## config.mk

```make
export PLATFORM = sky130hd
export DESIGN_NAME = controlUnit
export DESIGN_NICKNAME = d
export VERILOG_FILES = /design/src/design/ctrlPkg.sv /design/src/design/controlUnit.sv /design/src/design/controlWord.sv /design/src/design/stepSequencer.sv /design/src/design/instrDecoder.sv
export VERILOG_INCLUDE_DIRS = /design/src /design/src/design
export SDC_FILE = /design/constraint.sdc
export NUM_CORES = 1
export LEC_CHECK = 0
export BUFFER_PORTS_ARGS = -buffer_cell sky130_fd_sc_hd__clkbuf_2
export CAP_MARGIN = 20
export CORE_UTILIZATION = 42
export CTS_BUF_LIST = sky130_fd_sc_hd__clkbuf_16
export CTS_CLUSTER_DIAMETER = 60
export DETAILED_ROUTE_END_ITERATION = 8
export PLACE_DENSITY = 0.75
export SLEW_MARGIN = 20
export SYNTH_ARGS = -nofsm -noshare
export SYNTH_HDL_FRONTEND = slang
export SYNTH_SLANG_ARGS = --single-unit
```

## constraint.sdc

```tcl
create_clock -name clk -period 2 [get_ports clk]
set_input_delay 0.6 -clock clk [delete_from_list [all_inputs] [get_ports clk]]
set_output_delay 0.6 -clock clk [all_outputs]
set_load 0.1 [all_outputs]
```

## src/design/ctrl_cfg.svh

```systemverilog
`ifndef CTRL_CFG_SVH
`define CTRL_CFG_SVH

// Word and counter widths
`define CTRL_INSTR_W 32
`define CTRL_STEP_W 3

// Sequence lengths in clock cycles
`define CTRL_FETCH_STEPS 6
`define CTRL_MEM_WAIT 3

// Opcodes in instr[31:26]
`define CTRL_OP_RTYPE 6'b000000
`define CTRL_OP_LW 6'b100011
`define CTRL_OP_LH 6'b100001
`define CTRL_OP_LB 6'b100000
`define CTRL_OP_SW 6'b101011
`define CTRL_OP_SH 6'b101001
`define CTRL_OP_SB 6'b101000
`define CTRL_OP_LUI 6'b001111
`define CTRL_OP_RESET 6'b111111

// Funct codes under the R-type opcode
`define CTRL_FUNCT_BREAK 6'b001101
`define CTRL_FUNCT_RTE 6'b010011

`endif
```

## src/design/ctrlPkg.sv

```systemverilog
`default_nettype none

`include "ctrl_cfg.svh"

package ctrlPkg;

    typedef struct packed {
        logic [5:0] opcode;
        logic [4:0] rs;
        logic [4:0] rt;
        logic [4:0] rd;
        logic [4:0] shamt;
        logic [5:0] funct;
    } rFields_t;

    // Immediate fills what opcode, rs and rt leave over
    typedef struct packed {
        logic [5:0] opcode;
        logic [4:0] rs;
        logic [4:0] rt;
        logic [`CTRL_INSTR_W-17:0] imm;
    } iFields_t;

    typedef union packed {
        rFields_t rView;
        iFields_t iView;
    } instrWord_t;

    typedef enum logic [2:0] {
        clsNone,
        clsLoad,
        clsStore,
        clsLui,
        clsBreak,
        clsRte,
        clsSoftReset
    } opClass_t;

    // Encoded as the datapath expects on loadSize and storeSize
    typedef enum logic [1:0] {
        sizeWord = 2'b01,
        sizeHalf = 2'b11,
        sizeByte = 2'b10
    } memSize_t;

    typedef enum logic [2:0] {
        phReset,
        phFetch,
        phLoad,
        phStore,
        phLui,
        phBreak,
        phRte,
        phSoftReset
    } phase_t;

endpackage

`default_nettype wire

```

## src/design/controlUnit.sv

```systemverilog
`default_nettype none
`timescale 1ns/10ps

`include "ctrl_cfg.svh"

module controlUnit import ctrlPkg::*; (
    input wire clk,
    input wire reset,
    input wire instrWord_t instr,
    output logic memWrite,
    output logic irWrite,
    output logic regWrite,
    output logic pcWrite,
    output logic regAWrite,
    output logic regBWrite,
    output logic aluOutWrite,
    output logic resetOut,
    output logic [2:0] aluOp,
    output logic [1:0] pcSource,
    output logic [2:0] iorD,
    output logic [1:0] regDst,
    output logic [2:0] dataSrc,
    output logic [1:0] aluSrcA,
    output logic [1:0] aluSrcB,
    output logic [1:0] storeSize,
    output logic [1:0] loadSize
);

    opClass_t opClass;
    memSize_t memSize;
    phase_t phase;
    logic [`CTRL_STEP_W-1:0] step;
    memSize_t size;

    instrDecoder decoder_inst (
        .instr(instr),
        .opClass(opClass),
        .memSize(memSize)
    );

    stepSequencer sequencer_inst (
        .clk(clk),
        .reset(reset),
        .opClass(opClass),
        .memSize(memSize),
        .phase(phase),
        .step(step),
        .size(size)
    );

    controlWord word_inst (
        .clk(clk),
        .reset(reset),
        .phase(phase),
        .step(step),
        .size(size),
        .memWrite(memWrite),
        .irWrite(irWrite),
        .regWrite(regWrite),
        .pcWrite(pcWrite),
        .regAWrite(regAWrite),
        .regBWrite(regBWrite),
        .aluOutWrite(aluOutWrite),
        .resetOut(resetOut),
        .aluOp(aluOp),
        .pcSource(pcSource),
        .iorD(iorD),
        .regDst(regDst),
        .dataSrc(dataSrc),
        .aluSrcA(aluSrcA),
        .aluSrcB(aluSrcB),
        .storeSize(storeSize),
        .loadSize(loadSize)
    );

endmodule

`default_nettype wire

```

## src/design/controlWord.sv

```systemverilog
`default_nettype none
`timescale 1ns/10ps

`include "ctrl_cfg.svh"

module controlWord import ctrlPkg::*; (
    input wire clk,
    input wire reset,
    input wire phase_t phase,
    input wire [`CTRL_STEP_W-1:0] step,
    input wire memSize_t size,
    output logic memWrite,
    output logic irWrite,
    output logic regWrite,
    output logic pcWrite,
    output logic regAWrite,
    output logic regBWrite,
    output logic aluOutWrite,
    output logic resetOut,
    output logic [2:0] aluOp,
    output logic [1:0] pcSource,
    output logic [2:0] iorD,
    output logic [1:0] regDst,
    output logic [2:0] dataSrc,
    output logic [1:0] aluSrcA,
    output logic [1:0] aluSrcB,
    output logic [1:0] storeSize,
    output logic [1:0] loadSize
);

    localparam logic [`CTRL_STEP_W-1:0] irStep = `CTRL_STEP_W'(3);
    localparam logic [`CTRL_STEP_W-1:0] decodeStep = `CTRL_STEP_W'(4);
    localparam logic [`CTRL_STEP_W-1:0] fetchLast = `CTRL_STEP_W'(`CTRL_FETCH_STEPS - 1);
    localparam logic [`CTRL_STEP_W-1:0] memLast = `CTRL_STEP_W'(`CTRL_MEM_WAIT + 1);

    always_ff @(posedge clk) begin
        memWrite <= 1'b0;
        irWrite <= 1'b0;
        regWrite <= 1'b0;
        pcWrite <= 1'b0;
        regAWrite <= 1'b0;
        regBWrite <= 1'b0;
        aluOutWrite <= 1'b0;
        resetOut <= 1'b0;
        aluOp <= 3'b000;
        pcSource <= 2'b00;
        iorD <= 3'b000;
        regDst <= 2'b00;
        dataSrc <= 3'b000;
        aluSrcA <= 2'b00;
        aluSrcB <= 2'b00;
        storeSize <= 2'b00;
        loadSize <= 2'b00;
        if (reset || phase == phReset) begin
            // Register file cleared through the reset data source
            resetOut <= 1'b1;
            regWrite <= 1'b1;
            dataSrc <= 3'b100;
        end else begin
            case (phase)
                phFetch: begin
                    pcSource <= 2'b01;
                    if (step != fetchLast) begin
                        // PC+4 on the ALU while memory is read
                        aluOp <= 3'b001;
                        dataSrc <= 3'b100;
                        aluSrcA <= 2'b01;
                        aluSrcB <= (step == decodeStep) ? 2'b11 : 2'b01;
                    end
                    if (step == irStep) begin
                        irWrite <= 1'b1;
                        pcWrite <= 1'b1;
                    end
                    if (step == decodeStep) begin
                        regAWrite <= 1'b1;
                        regBWrite <= 1'b1;
                        aluOutWrite <= 1'b1;
                    end
                end
                phLoad, phStore: begin
                    aluOp <= 3'b001;
                    aluSrcA <= 2'b10;
                    if (step == '0) begin
                        aluOutWrite <= 1'b1;
                    end else begin
                        iorD <= 3'b110;
                    end
                    if (phase == phLoad) begin
                        pcSource <= 2'b01;
                        aluSrcB <= 2'b11;
                        dataSrc <= (step == memLast) ? 3'b111 : 3'b100;
                        if (step == memLast) begin
                            regWrite <= 1'b1;
                            regDst <= 2'b11;
                            loadSize <= size;
                        end
                    end else begin
                        aluSrcB <= 2'b01;
                        if (step == memLast) begin
                            memWrite <= 1'b1;
                            storeSize <= size;
                        end
                    end
                end
                phLui: begin
                    regWrite <= 1'b1;
                    regDst <= 2'b01;
                    dataSrc <= 3'b101;
                    pcSource <= 2'b01;
                end
                phBreak: begin
                    aluOp <= 3'b010;
                    pcSource <= 2'b01;
                    aluSrcA <= 2'b01;
                    aluSrcB <= 2'b01;
                    pcWrite <= (step == '0);
                end
                phRte: begin
                    pcSource <= 2'b11;
                    pcWrite <= (step == '0);
                end
                phSoftReset: begin
                    resetOut <= 1'b1;
                end
                default: begin
                end
            endcase
        end
    end

    noWriteClash: assert property (@(posedge clk) disable iff (reset)
        !(memWrite && regWrite));

    irAfterFetch3: assert property (@(posedge clk) disable iff (reset)
        irWrite |-> $past(phase == phFetch && step == irStep));

endmodule

`default_nettype wire

```

## src/design/stepSequencer.sv

```systemverilog
`default_nettype none
`timescale 1ns/10ps

`include "ctrl_cfg.svh"

module stepSequencer import ctrlPkg::*; (
    input wire clk,
    input wire reset,
    input wire opClass_t opClass,
    input wire memSize_t memSize,
    output phase_t phase,
    output logic [`CTRL_STEP_W-1:0] step,
    output memSize_t size
);

    localparam logic [`CTRL_STEP_W-1:0] fetchLast = `CTRL_STEP_W'(`CTRL_FETCH_STEPS - 1);

    // Address step, memory waits, then the final step
    localparam logic [`CTRL_STEP_W-1:0] memLast = `CTRL_STEP_W'(`CTRL_MEM_WAIT + 1);

    logic dispatchNow;

    function automatic logic [`CTRL_STEP_W-1:0] lastStep(phase_t ph);
        case (ph)
            phFetch: return fetchLast;
            phLoad, phStore: return memLast;
            phBreak, phRte: return `CTRL_STEP_W'(1);
            default: return '0;
        endcase
    endfunction

    function automatic phase_t dispatch(opClass_t cls);
        case (cls)
            clsLoad: return phLoad;
            clsStore: return phStore;
            clsLui: return phLui;
            clsBreak: return phBreak;
            clsRte: return phRte;
            clsSoftReset: return phSoftReset;
            // Unsupported codes skip execute entirely
            default: return phFetch;
        endcase
    endfunction

    assign dispatchNow = (phase == phFetch) && (step == fetchLast);

    always_ff @(posedge clk) begin
        if (reset) begin
            phase <= phReset;
            step <= '0;
        end else if (dispatchNow) begin
            phase <= dispatch(opClass);
            step <= '0;
        end else if (step == lastStep(phase)) begin
            // Also covers the single cycle in phReset after release
            phase <= phFetch;
            step <= '0;
        end else begin
            step <= step + `CTRL_STEP_W'(1);
        end
    end

    // Size held for the whole execute phase
    always_ff @(posedge clk) begin
        if (dispatchNow) begin
            size <= memSize;
        end
    end

    stepInRange: assert property (@(posedge clk) disable iff (reset)
        step <= lastStep(phase));

    classKnown: assert property (@(posedge clk) disable iff (reset)
        dispatchNow |-> !$isunknown(opClass));

endmodule

`default_nettype wire

```

## src/design/instrDecoder.sv

```systemverilog
`default_nettype none
`timescale 1ns/10ps

`include "ctrl_cfg.svh"

module instrDecoder import ctrlPkg::*; (
    input wire instrWord_t instr,
    output opClass_t opClass,
    output memSize_t memSize
);

    always_comb begin
        opClass = clsNone;
        memSize = sizeWord;
        case (instr.iView.opcode)
            `CTRL_OP_RTYPE: begin
                // Only BREAK and RTE are executed among R-type codes
                case (instr.rView.funct)
                    `CTRL_FUNCT_BREAK: opClass = clsBreak;
                    `CTRL_FUNCT_RTE: opClass = clsRte;
                    default: opClass = clsNone;
                endcase
            end
            `CTRL_OP_LW: begin
                opClass = clsLoad;
            end
            `CTRL_OP_LH: begin
                opClass = clsLoad;
                memSize = sizeHalf;
            end
            `CTRL_OP_LB: begin
                opClass = clsLoad;
                memSize = sizeByte;
            end
            `CTRL_OP_SW: begin
                opClass = clsStore;
            end
            `CTRL_OP_SH: begin
                opClass = clsStore;
                memSize = sizeHalf;
            end
            `CTRL_OP_SB: begin
                opClass = clsStore;
                memSize = sizeByte;
            end
            `CTRL_OP_LUI: begin
                opClass = clsLui;
            end
            `CTRL_OP_RESET: begin
                opClass = clsSoftReset;
            end
            default: begin
                opClass = clsNone;
            end
        endcase
    end

endmodule

`default_nettype wire

```

==> results.md, run 1 <==
- Flop-to-flop setup slack: between 0.2 and 0.3 ns
- Final Max Tran Viols: 0
- Most numerous cell in the Yosys netlist: dfxtp_1
- Vias per cell: about 5.0
- Hold Path Class: reg2reg
- Yosys top cell by area: dfxtp_1
- Fin. Hold Viols: 0
- Hold Startpoint: sequencer_inst.size[0]
- Worst Tran Pin Value: ~0.54 ns
- Top cells by instance count after synthesis: dfxtp_1, nor2_1, nor3_1
- CTS tree: done
- Final wirelength: ~3200 microns
- FP Rows: 21
- Final Cell Area: 0.00214 sq mm
- Die Area: approximately 0.0038 sq mm
- CTS HTree Levels: 2
- Worst Path Arrival: 2.17 ns
- Sequential share of power: a little under two fifths
- Sw Ratio: 31.1%
- First-pass GRT wire length: roughly 4800 microns
- Initial antenna violation count: 0
- Internal power: 0.00129 W
- Power density cells: about 900 mW/mm^2
- Root Buffer: clkbuf_16
- Violated checks: setup timing
- Final Setup Violations: 2
- Core box area: between 0.003 and 0.004 sq mm
- PortBufs: 40
- Hold slack: roughly 0.46 ns
- Leak: roughly 0.95 nW
- Ranking of synthesized cells by area: dfxtp_1, ha_1, nor2_1
- GRT Overall Usage: 17.6%
- EDFF count, synth: 2
- Critical Path RT: approximately 2.2 ns
- FF-to-FF End: sequencer_inst.phase[0]
- Hold EP: word_inst.loadSize[0]
- Flops & latches, synth: 33
- Type of destination of the critical path: register
- Global placement routability congestion: 0.813
- Clock transition at the registers of the reported paths: 0.05 ns
- Layout area overhead: 44.8%
- Cell Count, Final, Fillers Out: approximately 260
- Dpl cells: ~250
- Clock skew: 0.00383 ns
- Vias in the first global route: 1,109
- Total iterations of the first detailed-routing run: 4
- Status: complete, but fails checks
- Worst slew margin: about 64%
- CP startpoint kind: input port
- Cell Area, Synth: around 0.0015 sq mm
- Avg Inst Size Synth: 9.19 sq um
- Drt drc: 0
- Synthesis Warnings: 0
- Tmin final: 2.03 ns
- Top-area cell type share of the netlist area: 42.0%
- Switching power: roughly 0.00058 W
- Crit-path max FO: 5
- RSZ-0062 raised after global routing: true
- Clk_lat worst skew: approximately 0.28 ns
- Synth async-reset ratio: 0%
- Comb pwr share: 23.9%
- Cell Area, Placed: between 0.0015 and 0.002 sq mm
- Post-DR wirelength/cell: roughly 12 microns
- Clock Sinks: 33
- Initial core utilization: 44.0%
- Library cells used by synthesis: 44
- Seq/Total Area, Yosys: 46.0%
- I/O pin cnt: 63
- Worst-case reg-to-reg path depth: 6
- Layout cells sized above 1: between 40% and 50%
- Final cycle utilization of the critical path: 101%
- WS Path Type: in2reg
- Setup crit start: instr[27]
- Clock buffer depth: 2
- Clock Power Share: 37.7%
- Primary FF master, synth: dfxtp_1
- CTS Buf Count: 5
- # fillers: between 200 and 300
- Fmax: 494 MHz
- Peak VDD IR: about 590 uV
- Die width: ~60 microns
- Cts hold-fix bufs: 0
- Vias post-DR: around 1,300
- Synth Instances: between 150 and 200
- Largest net degree at the start of global routing: 18
- Antenna cells: 0
- DRT antenna net count: 0
- Worst setup margin: -0.0252 ns
- Reg2Reg Launch Point: sequencer_inst.step[1]
- Hold Path Depth: 1
- Die extent in y: 61.3 microns
- Max-cap viol count: 0
- DP HPWL: approximately 2100 microns
- Initial drt markers: 40
- Nets@finish: roughly 260
- Grt ovf: 0
- Final core occ: a little under two thirds
[state kept, by name, indices dropped and copies added, names as in the netlist, 2 cells and up]
name and flops:
sequencer_inst.size 2, word_inst.dataSrc 3, word_inst.aluSrcB 2, word_inst.loadSize 2
sequencer_inst.phase 3, word_inst.pcSource 2, word_inst.aluSrcA 2, word_inst.storeSize 2
word_inst.aluOp 2, word_inst.regDst 2, sequencer_inst.step 3
[worst max-delay path, stage by stage]
cell       delay, ns
clkbuf_2        0.18
nand3_2         0.13
o22ai_4         0.16
a21oi_2         0.07
nor2_2          0.17
a21oi_4         0.07
ha_4            0.16
nor2_2          0.12
nand2_2         0.08
a2111oi_4       0.33
a311oi_1        0.09
[worst max-delay path by stage]
stage          slack (ns)                 endpoint
6_report            -0.03  sequencer_inst.phase[0]
5_1_grt             -0.11  sequencer_inst.phase[2]
4_1_cts              0.01  sequencer_inst.phase[2]
3_5_place_dp        -0.32  sequencer_inst.phase[2]
3_3_place_gp        -0.30  sequencer_inst.phase[2]
2_1_floorplan       -0.06  sequencer_inst.phase[2]
[cell type report]
type                       count  area (sq um)  area share, %
timing repair buffer          59           379           17.7
inverter                       9          36.3           1.69
clock inverter                 3          13.8          0.643
multi-input combinational    108           850           39.7
clock buffer                   5           125           5.84
sequential                    33           681           31.8
tap                           46          57.6           2.69
[placed cells by master (no fill, tap or decap), drive strengths merged, types with 2 or more instances in the layout]
cell    count
clkinv      2
o21ai       2
and2        4
mux2i       3
buf        24
or3         2
nand2b      6
inv        10
nor3       11
dfxtp      31
or2         2
nor4bb      2
nor2       18
nor4        4
nand2       8
a31oi       2
nor2b       2
a21oi       5
xnor2       2
conb        2
edfxtp      2
clkbuf     40
and4b       2
ha          8
nand3       6
[through the flow]
stage                     power (W)  worst slack, ns  setup TNS (ns)
final                       0.00187          -0.0252         -0.0414
after global routing        0.00196           -0.112          -0.220
after CTS                   0.00185           0.0126               0
after detailed placement    0.00114           -0.318          -0.630
after global placement      0.00113           -0.303          -0.602
after floorplan             0.00104          -0.0601         -0.0683
[timing repair]
action / in CTS / in global routing
pin swaps: 1 / 16
endpoints found under the setup margin: 2 / 2
setup buffers: 0 / 3
gates resized for setup: 2 / 39
[routing by layer]
layer	GRT usage, %	wire [microns]	vias up	part of all wire (%)
met5	0	0	-	0
met2	26.7	1500	36	48
met1	22.9	1450	613	46
met4	7.62	57	0	1.8
met3	5.88	153	7	4.8
li1	-	-	663	-
[power by group through the flow]
stage	Sequential [W]	Combinational [W]	Clock, W
floorplan	0.000854	0.000184	0
global placement	0.000731	0.000402	0
detailed placement	0.000732	0.000406	0
CTS	0.000718	0.000411	0.000722
global route	0.000723	0.000482	0.000756
finish	0.000719	0.000448	0.000707
[cells by family after synthesis]
family	Yosys count	synth area share, %
other	1	0.254
buffers and inverters	21	6.60
adders and majority gates	8	6.77
muxes	4	2.79
DFF	33	46.0
xor gates and xnor gates	3	1.78
AOI/OAI and AO/OA	20	10.2
and+or+nand+nor	71	25.6
Note: power is estimated with default switching activity, not from simulation.
==> inputs of run 2 (changes only) <==
ABC_AREA = 1   (was default)
CORE_UTILIZATION = 50   (was 42)
PLACE_DENSITY = 0.84   (was 0.75)
clock period = 2.6 ns   (was 2 ns; I/O delays follow)
==> results.md, run 2 <==
- Status: completed
- Initial antenna violation count: 0 (unchanged)
- GRT Overall Usage: 17.3% (-0.32 points)
- # fillers: 234 (-16%)
- Most common cell after layout, fill and taps aside: clkbuf_2
- Grt ovf: 0 (unchanged)
- Vias in the first global route: 1,029 (-7.2%)
- Initial core utilization: 52.7% (+8.7 points)
- Final Cell Area: 0.00180 sq mm (-16%)
- Type of destination of the critical path: register
- Clock skew: 0.00267 ns (-0.00116 ns)
- Comb pwr share: 30.9% (+7.0 points)
- Most numerous cell in the Yosys netlist: nand2_1
- Sequential share of power: 36.2% (-2.2 points)
- Global placement routability congestion: 0.840 (+3.3%)
- Largest net degree at the start of global routing: 11 (-7)
- Clk_lat worst skew: 0.27 ns (about the same)
- Leak: 0.917 nW (-3.1%)
- Dpl cells: 253 (+0.40%)
- Top-area cell type share of the netlist area: 42.7% (+0.76 points)
- CTS tree: done
- Total iterations of the first detailed-routing run: 4 (unchanged)
- Hold Path Class: reg2reg
- Vias per cell: 4.70 (-6.3%)
- Internal power: 0.00101 W (-21%)
- Biggest regs: sequencer_inst.phase x3, sequencer_inst.step x3, word_inst.dataSrc x3
- Library cells used by synthesis: 25 (-43%)
- Post-CTS Setup Inserts: 0 (unchanged)
- Final Setup Violations: 0 (-2)
- Crit-path max FO: 4 (-1)
- Final cycle utilization of the critical path: around three quarters
- Synth Instances: 186 (+16%)
- CP startpoint kind: input port
- Clock Sinks: 33 (unchanged)
- Clock transition at the registers of the reported paths: 0.05 ns (about the same)
- Avg Inst Size Synth: 7.81 sq um (-15%)
- CTS Buf Count: 5 (unchanged)
- Seq/Total Area, Yosys: 46.9% (+0.83 points)
- Worst Tran Pin Value: 0.552 ns (+0.0165 ns)
- DP HPWL: 1900 microns (-8.7%)
- PortBufs: 40 (unchanged)
- Die width: 55.9 microns (-8.9%)
- Yosys top cell by area: dfxtp_1
- Clock buffer depth: 2 (unchanged)
- Layout area overhead: 23.9%
- Cts hold-fix bufs: 0 (unchanged)
- Post-CTS Resized: 0 (-2)
- Core box area: 0.00276 sq mm (-18%)
- Cell Area, Placed: 0.00166 sq mm (-8.6%)
- Worst slew margin: 63.3% (-0.89 points)
- Synthesis Warnings: 0 (unchanged)
- Post-DR wirelength/cell: 9.29 microns (-23%)
- Critical Path RT: 2.77 ns (+0.62 ns)
- Die Area: 0.00312 sq mm (-17%)
- RSZ-0062 raised after global routing: false
- Fin. Hold Viols: 0 (unchanged)
- FP Rows: 19 (-9.5%)
- First-pass GRT wire length: 4090 microns (-15%)
- Peak VDD IR: 833 uV (+42%)
- Cell Count, Final, Fillers Out: 261 (-0.76%)
- Final wirelength: 2430 microns (-23%)
- Hold slack: 0.466 ns (+0.00672 ns)
- CTS HTree Levels: 2 (unchanged)
- Initial drt markers: 17 (-57%)
- Worst Path Arrival: 2.13 ns (-0.04 ns)
- Most frequent cells in the layout: clkbuf_2, nand2_1, dfxtp_1
- Nets@finish: 271 (+5.0%)
- Vias post-DR: 1,227 (-7.0%)
- Clock Power Share: 32.9% (-4.8 points)
- Max-cap viol count: 0 (unchanged)
- Synth async-reset ratio: 0% (unchanged)
- Antenna cells: 0 (unchanged)
- Switching power: 0.000611 W (+4.9%)
- Primary FF master, synth: dfxtp_1
- Final Max Tran Viols: 0 (unchanged)
- DRT antenna net count: 0 (unchanged)
- Tmin final: 1.96 ns
- Flops & latches, synth: 33 (unchanged)
- Sum Neg Setup Slack: 0 ns (+0.0414 ns)
- WS Path Type: in2reg
- EDFF count, synth: 2 (unchanged)
- Sw Ratio: 37.6% (+6.5 points)
- Ranking of synthesized cells by area: dfxtp_1, nand2_1, nor2_1
- Power density cells: 903 mW/mm^2 (+3.2%)
- Top cells by instance count after synthesis: nand2_1, dfxtp_1, nor2_1
- Fmax: between 500 and 600 MHz
- Die extent in y: 55.9 microns (-8.9%)
- Drt drc: 0 (unchanged)
- Layout cells sized above 1: 27.8% (-14 points)
- Cell Area, Synth: 0.00145 sq mm (-1.8%)
- I/O pin cnt: 63 (unchanged)
- Root Buffer: clkbuf_16
==> run 2: through the flow <==
stage	total power, W	util [%]	setup WS, ns
2_1_floorplan	0.00102	-	0.464
3_3_place_gp	0.00109	60.3	0.400
3_5_place_dp	0.00110	60.3	0.346
4_1_cts	0.00164	65.3	0.637
5_1_grt	0.00171	65.3	0.415
6_report	0.00163	65.3	0.641
==> run 2: cells by family (layout without fill, tap and decap cells) <==
group	after synthesis	count (layout)	synth area share, %
AOI/OAI and AO/OA	14	14	5.17
xor gates and xnor gates	1	1	0.603
adders and majority gates	8	8	6.89
buffers and inverters	35	78	10.1
DFF	33	33	46.9
other	1	2	0.258
and+or+nand+nor	94	94	30.1
==> run 2: final timing paths <==
kind	start	to	slack, ns	depth (start not counted)
setup / recovery	instr[31]	sequencer_inst.phase[2]	0.64	14
setup reg to reg	sequencer_inst.phase[1]	sequencer_inst.phase[0]	1.26	8
hold / removal	sequencer_inst.step[0]	sequencer_inst.step[0]	0.47	1
hold reg to reg	sequencer_inst.step[0]	sequencer_inst.step[0]	0.47	1
==> run 2: power by group through the flow <==
| stage | clock network [W] | registers, W | logic [W] |
|---|---|---|---|
| final | 0.000534 | 0.000588 | 0.000503 |
| after global routing | 0.000568 | 0.000592 | 0.000546 |
| after CTS | 0.000545 | 0.000589 | 0.000507 |
| after detailed placement | 0 | 0.000599 | 0.000500 |
| after global placement | 0 | 0.000598 | 0.000495 |
| after floorplan | 0 | 0.000779 | 0.000241 |
==> run 2: metal layers <==
metal | up-vias | global-route usage (%) | wire (microns)
met1 | 519 | 19.0 | 1060
met4 | 0 | 10.5 | 70
met2 | 36 | 29.1 | 1180
met3 | 6 | 5.58 | 116
met5 | - | 0 | 0
li1 | 666 | - | -
==> run 2: layout make-up <==
cell class | count | area, sq um | share of cell area (%)
sequential | 33 | 681 | 37.8
clock buffer | 5 | 125 | 6.95
timing repair buffer | 40 | 200 | 11.1
inverter | 30 | 113 | 6.25
tap | 31 | 38.8 | 2.15
clock inverter | 3 | 13.8 | 0.764
multi-input combinational | 119 | 629 | 35.0
==> run 2: critical path: stages <==
cell      delay (ns)
clkbuf_2        0.09
inv_1           0.10
nor2_1          0.06
o21ai_0         0.06
inv_1           0.07
nand2_1         0.06
nand2_1         0.05
nor2_1          0.18
inv_1           0.10
ha_1            0.22
nand3b_1        0.15
nand2_1         0.05
nand3b_1        0.10
nand2_1         0.05
==> inputs of run 3 (changes only) <==
CORE_UTILIZATION = 42   (was 50)
PLACE_DENSITY = 0.75   (was 0.84)
clock period = 1.7 ns   (was 2.6 ns; I/O delays follow)
==> results.md, run 3 (synthesis results as in run 2) <==
- Status: completed
- CTS Buf Count: 5 (unchanged)
- Root Buffer: clkbuf_16
- Most common cell after layout, fill and taps aside: clkbuf_2
- Worst Tran Pin Value: 0.539 ns (-0.0136 ns)
- # fillers: 288 (+23%)
- Global placement routability congestion: 0.853 (+1.6%)
- Reg2Reg Launch Point: sequencer_inst.step[0]
- Pwr Total: 0.00251 W (+55%)
- Storage cell area: 683 sq um (+0.37%)
- Vias in the first global route: 1,114 (+8.3%)
- Grt ovf: 0 (unchanged)
- RSZ-0062 raised after global routing: false
- CTS tree: done
- CP startpoint kind: input port
- Setup crit start: instr[31]
- Clk_lat worst skew: 0.27 ns (about the same)
- DP HPWL: 1980 microns (+4.4%)
- Clock transition at the registers of the reported paths: 0.05 ns (about the same)
- Clock Sinks: 33 (unchanged)
- Crit-path max FO: 3 (-1)
- FP Rows: 20 (+1)
- Final Setup Violations: 0 (unchanged)
- DRT antenna net count: 0 (unchanged)
- Clock buffer depth: 2 (unchanged)
- Critical Path RT: 1.86 ns (-0.91 ns)
- Layout area overhead: 32.8%
- Vias post-DR: 1,233 (+0.49%)
- Biggest regs: sequencer_inst.phase x3, sequencer_inst.step x3, word_inst.dataSrc x3
- Core box area: 0.00318 sq mm (+15%)
- Tmin final: ~1.6 ns
- Post-DR wirelength/cell: 8.96 microns (-3.6%)
- Sum Neg Setup Slack: 0 ns (unchanged)
- Initial drt markers: 35 (+18)
- CTS HTree Levels: 2 (unchanged)
- Flop-to-flop setup slack: 0.34 ns (-0.92 ns)
- Post-CTS Setup Inserts: 0 (unchanged)
- Largest net degree at the start of global routing: 11 (unchanged)
- Initial antenna violation count: 0 (unchanged)
- Layout cells sized above 1: 35.4% (+7.6 points)
- GRT Overall Usage: 16.3% (-1.0 points)
- Die extent in y: 60.8 microns (+8.8%)
- Die Area: 0.00370 sq mm (+18%)
- Total iterations of the first detailed-routing run: 4 (unchanged)
- Worst slew margin: 64.2% (+0.90 points)
- Worst-case reg-to-reg path depth: 6 (-2)
- Initial core utilization: 45.7% (-7.0 points)
- Peak VDD IR: 404 uV (-52%)
- Nets@finish: 278 (+2.6%)
- Power density cells: 1300 mW/mm^2 (+44%)
- Final Max Tran Viols: 0 (unchanged)
- Hold Path Class: reg2reg
- First-pass GRT wire length: 4450 microns (+8.8%)
- Worst Path Arrival: 1.73 ns (-0.40 ns)
- Vias per cell: 4.39 (-6.7%)
- Die width: 60.8 microns (+8.8%)
- Clock skew: 0.00272 ns (+0.0000459 ns)
- Fmax: roughly 640 MHz
- Final wirelength: 2520 microns (+3.8%)
- Type of destination of the critical path: register
- Cell Area, Placed: 0.00175 sq mm (+5.0%)
- Antenna cells: 0 (unchanged)
- Final cycle utilization of the critical path: approximately 92%
- Max-cap viol count: 0 (unchanged)
- Area of the multi-input gates: 674 sq um (+7.2%)
- Most frequent cells in the layout: clkbuf_2, nand2_1, dfxtp_1
- Leak: 0.963 nW (+5.1%)
- FF-to-FF End: word_inst.regDst[0]
- Final Cell Area: 0.00193 sq mm (+7.2%)
- Fin. Hold Viols: 0 (unchanged)
- I/O pin cnt: 63 (unchanged)
- PortBufs: 40 (unchanged)
- WS Path Type: in2reg
- Drt drc: 0 (unchanged)
- Setup crit end: sequencer_inst.phase[2]
-- run 3: routing by layer --
layer / part of all wire, % / track usage [%] / vias up
li1: - / - / 672
met1: 45 / 18.5 / 520
met2: 49 / 28.3 / 36
met3: 4.1 / 4.69 / 5
met4: 1.7 / 7.14 / 0
met5: 0 / 0 / -
-- run 3: how the worst min path moves through the flow --
stage                                      start                endpoint  slack (ns)  depth (start not counted)
after CTS                 sequencer_inst.step[0]  sequencer_inst.step[0]        0.49                          1
after detailed placement  sequencer_inst.step[0]  sequencer_inst.step[0]        0.47                          1
after global routing      sequencer_inst.step[0]  sequencer_inst.step[0]        0.52                          1
final                     sequencer_inst.step[0]  sequencer_inst.step[0]        0.47                          1
after floorplan           sequencer_inst.step[0]  sequencer_inst.step[0]        0.43                          1
after global placement    sequencer_inst.step[0]  sequencer_inst.step[0]        0.45                          1
-- run 3: power by group --
group          switching [W]  internal, W  total [W]  leakage, nW
registers          0.0000527     0.000854   0.000907        0.270
logic               0.000607     0.000190   0.000797        0.618
clock network       0.000281     0.000528   0.000809       0.0748
-- run 3: what timing repair did --
action | 4_1_cts | 5_1_grt
endpoints found under the setup margin | 0 | 3
hold buffers | 0 | 0
gates resized for setup | 0 | 16
-- run 3: metrics by stage --
stage / std cells / setup slack (ns) / hold slack [ns] / utilization, %
floorplan: 187 / 0.0278 / 0.433 / -
global placement: 273 / -0.168 / 0.452 / 54.9
detailed placement: 273 / -0.217 / 0.473 / 54.9
CTS: 281 / 0.0712 / 0.486 / 59.3
global route: 281 / 0.0103 / 0.523 / 60.7
finish: 281 / 0.135 / 0.473 / 60.7
-- run 3: layout make-up --
type                    count  share of cell area, %
clock buffers               5                   6.49
clock inverters             3                  0.713
inverters                  30                   5.84
multi-input cells         119                   35.0
flip-flops and latches     33                   35.4
well taps                  44                   2.85
repair buffers             47                   13.7
-- run 3: worst max-delay path, cell delays in order --
cell and delay [ns]:
clkbuf_2 0.10, inv_2 0.06, nor2_1 0.05, o21ai_1 0.07, inv_1 0.06, nand2_1 0.07, nand2_2 0.07, nor2_4 0.15
inv_2 0.07, ha_2 0.18, nor2_2 0.11, nand3_2 0.08, nand3b_1 0.09, nand2_1 0.05
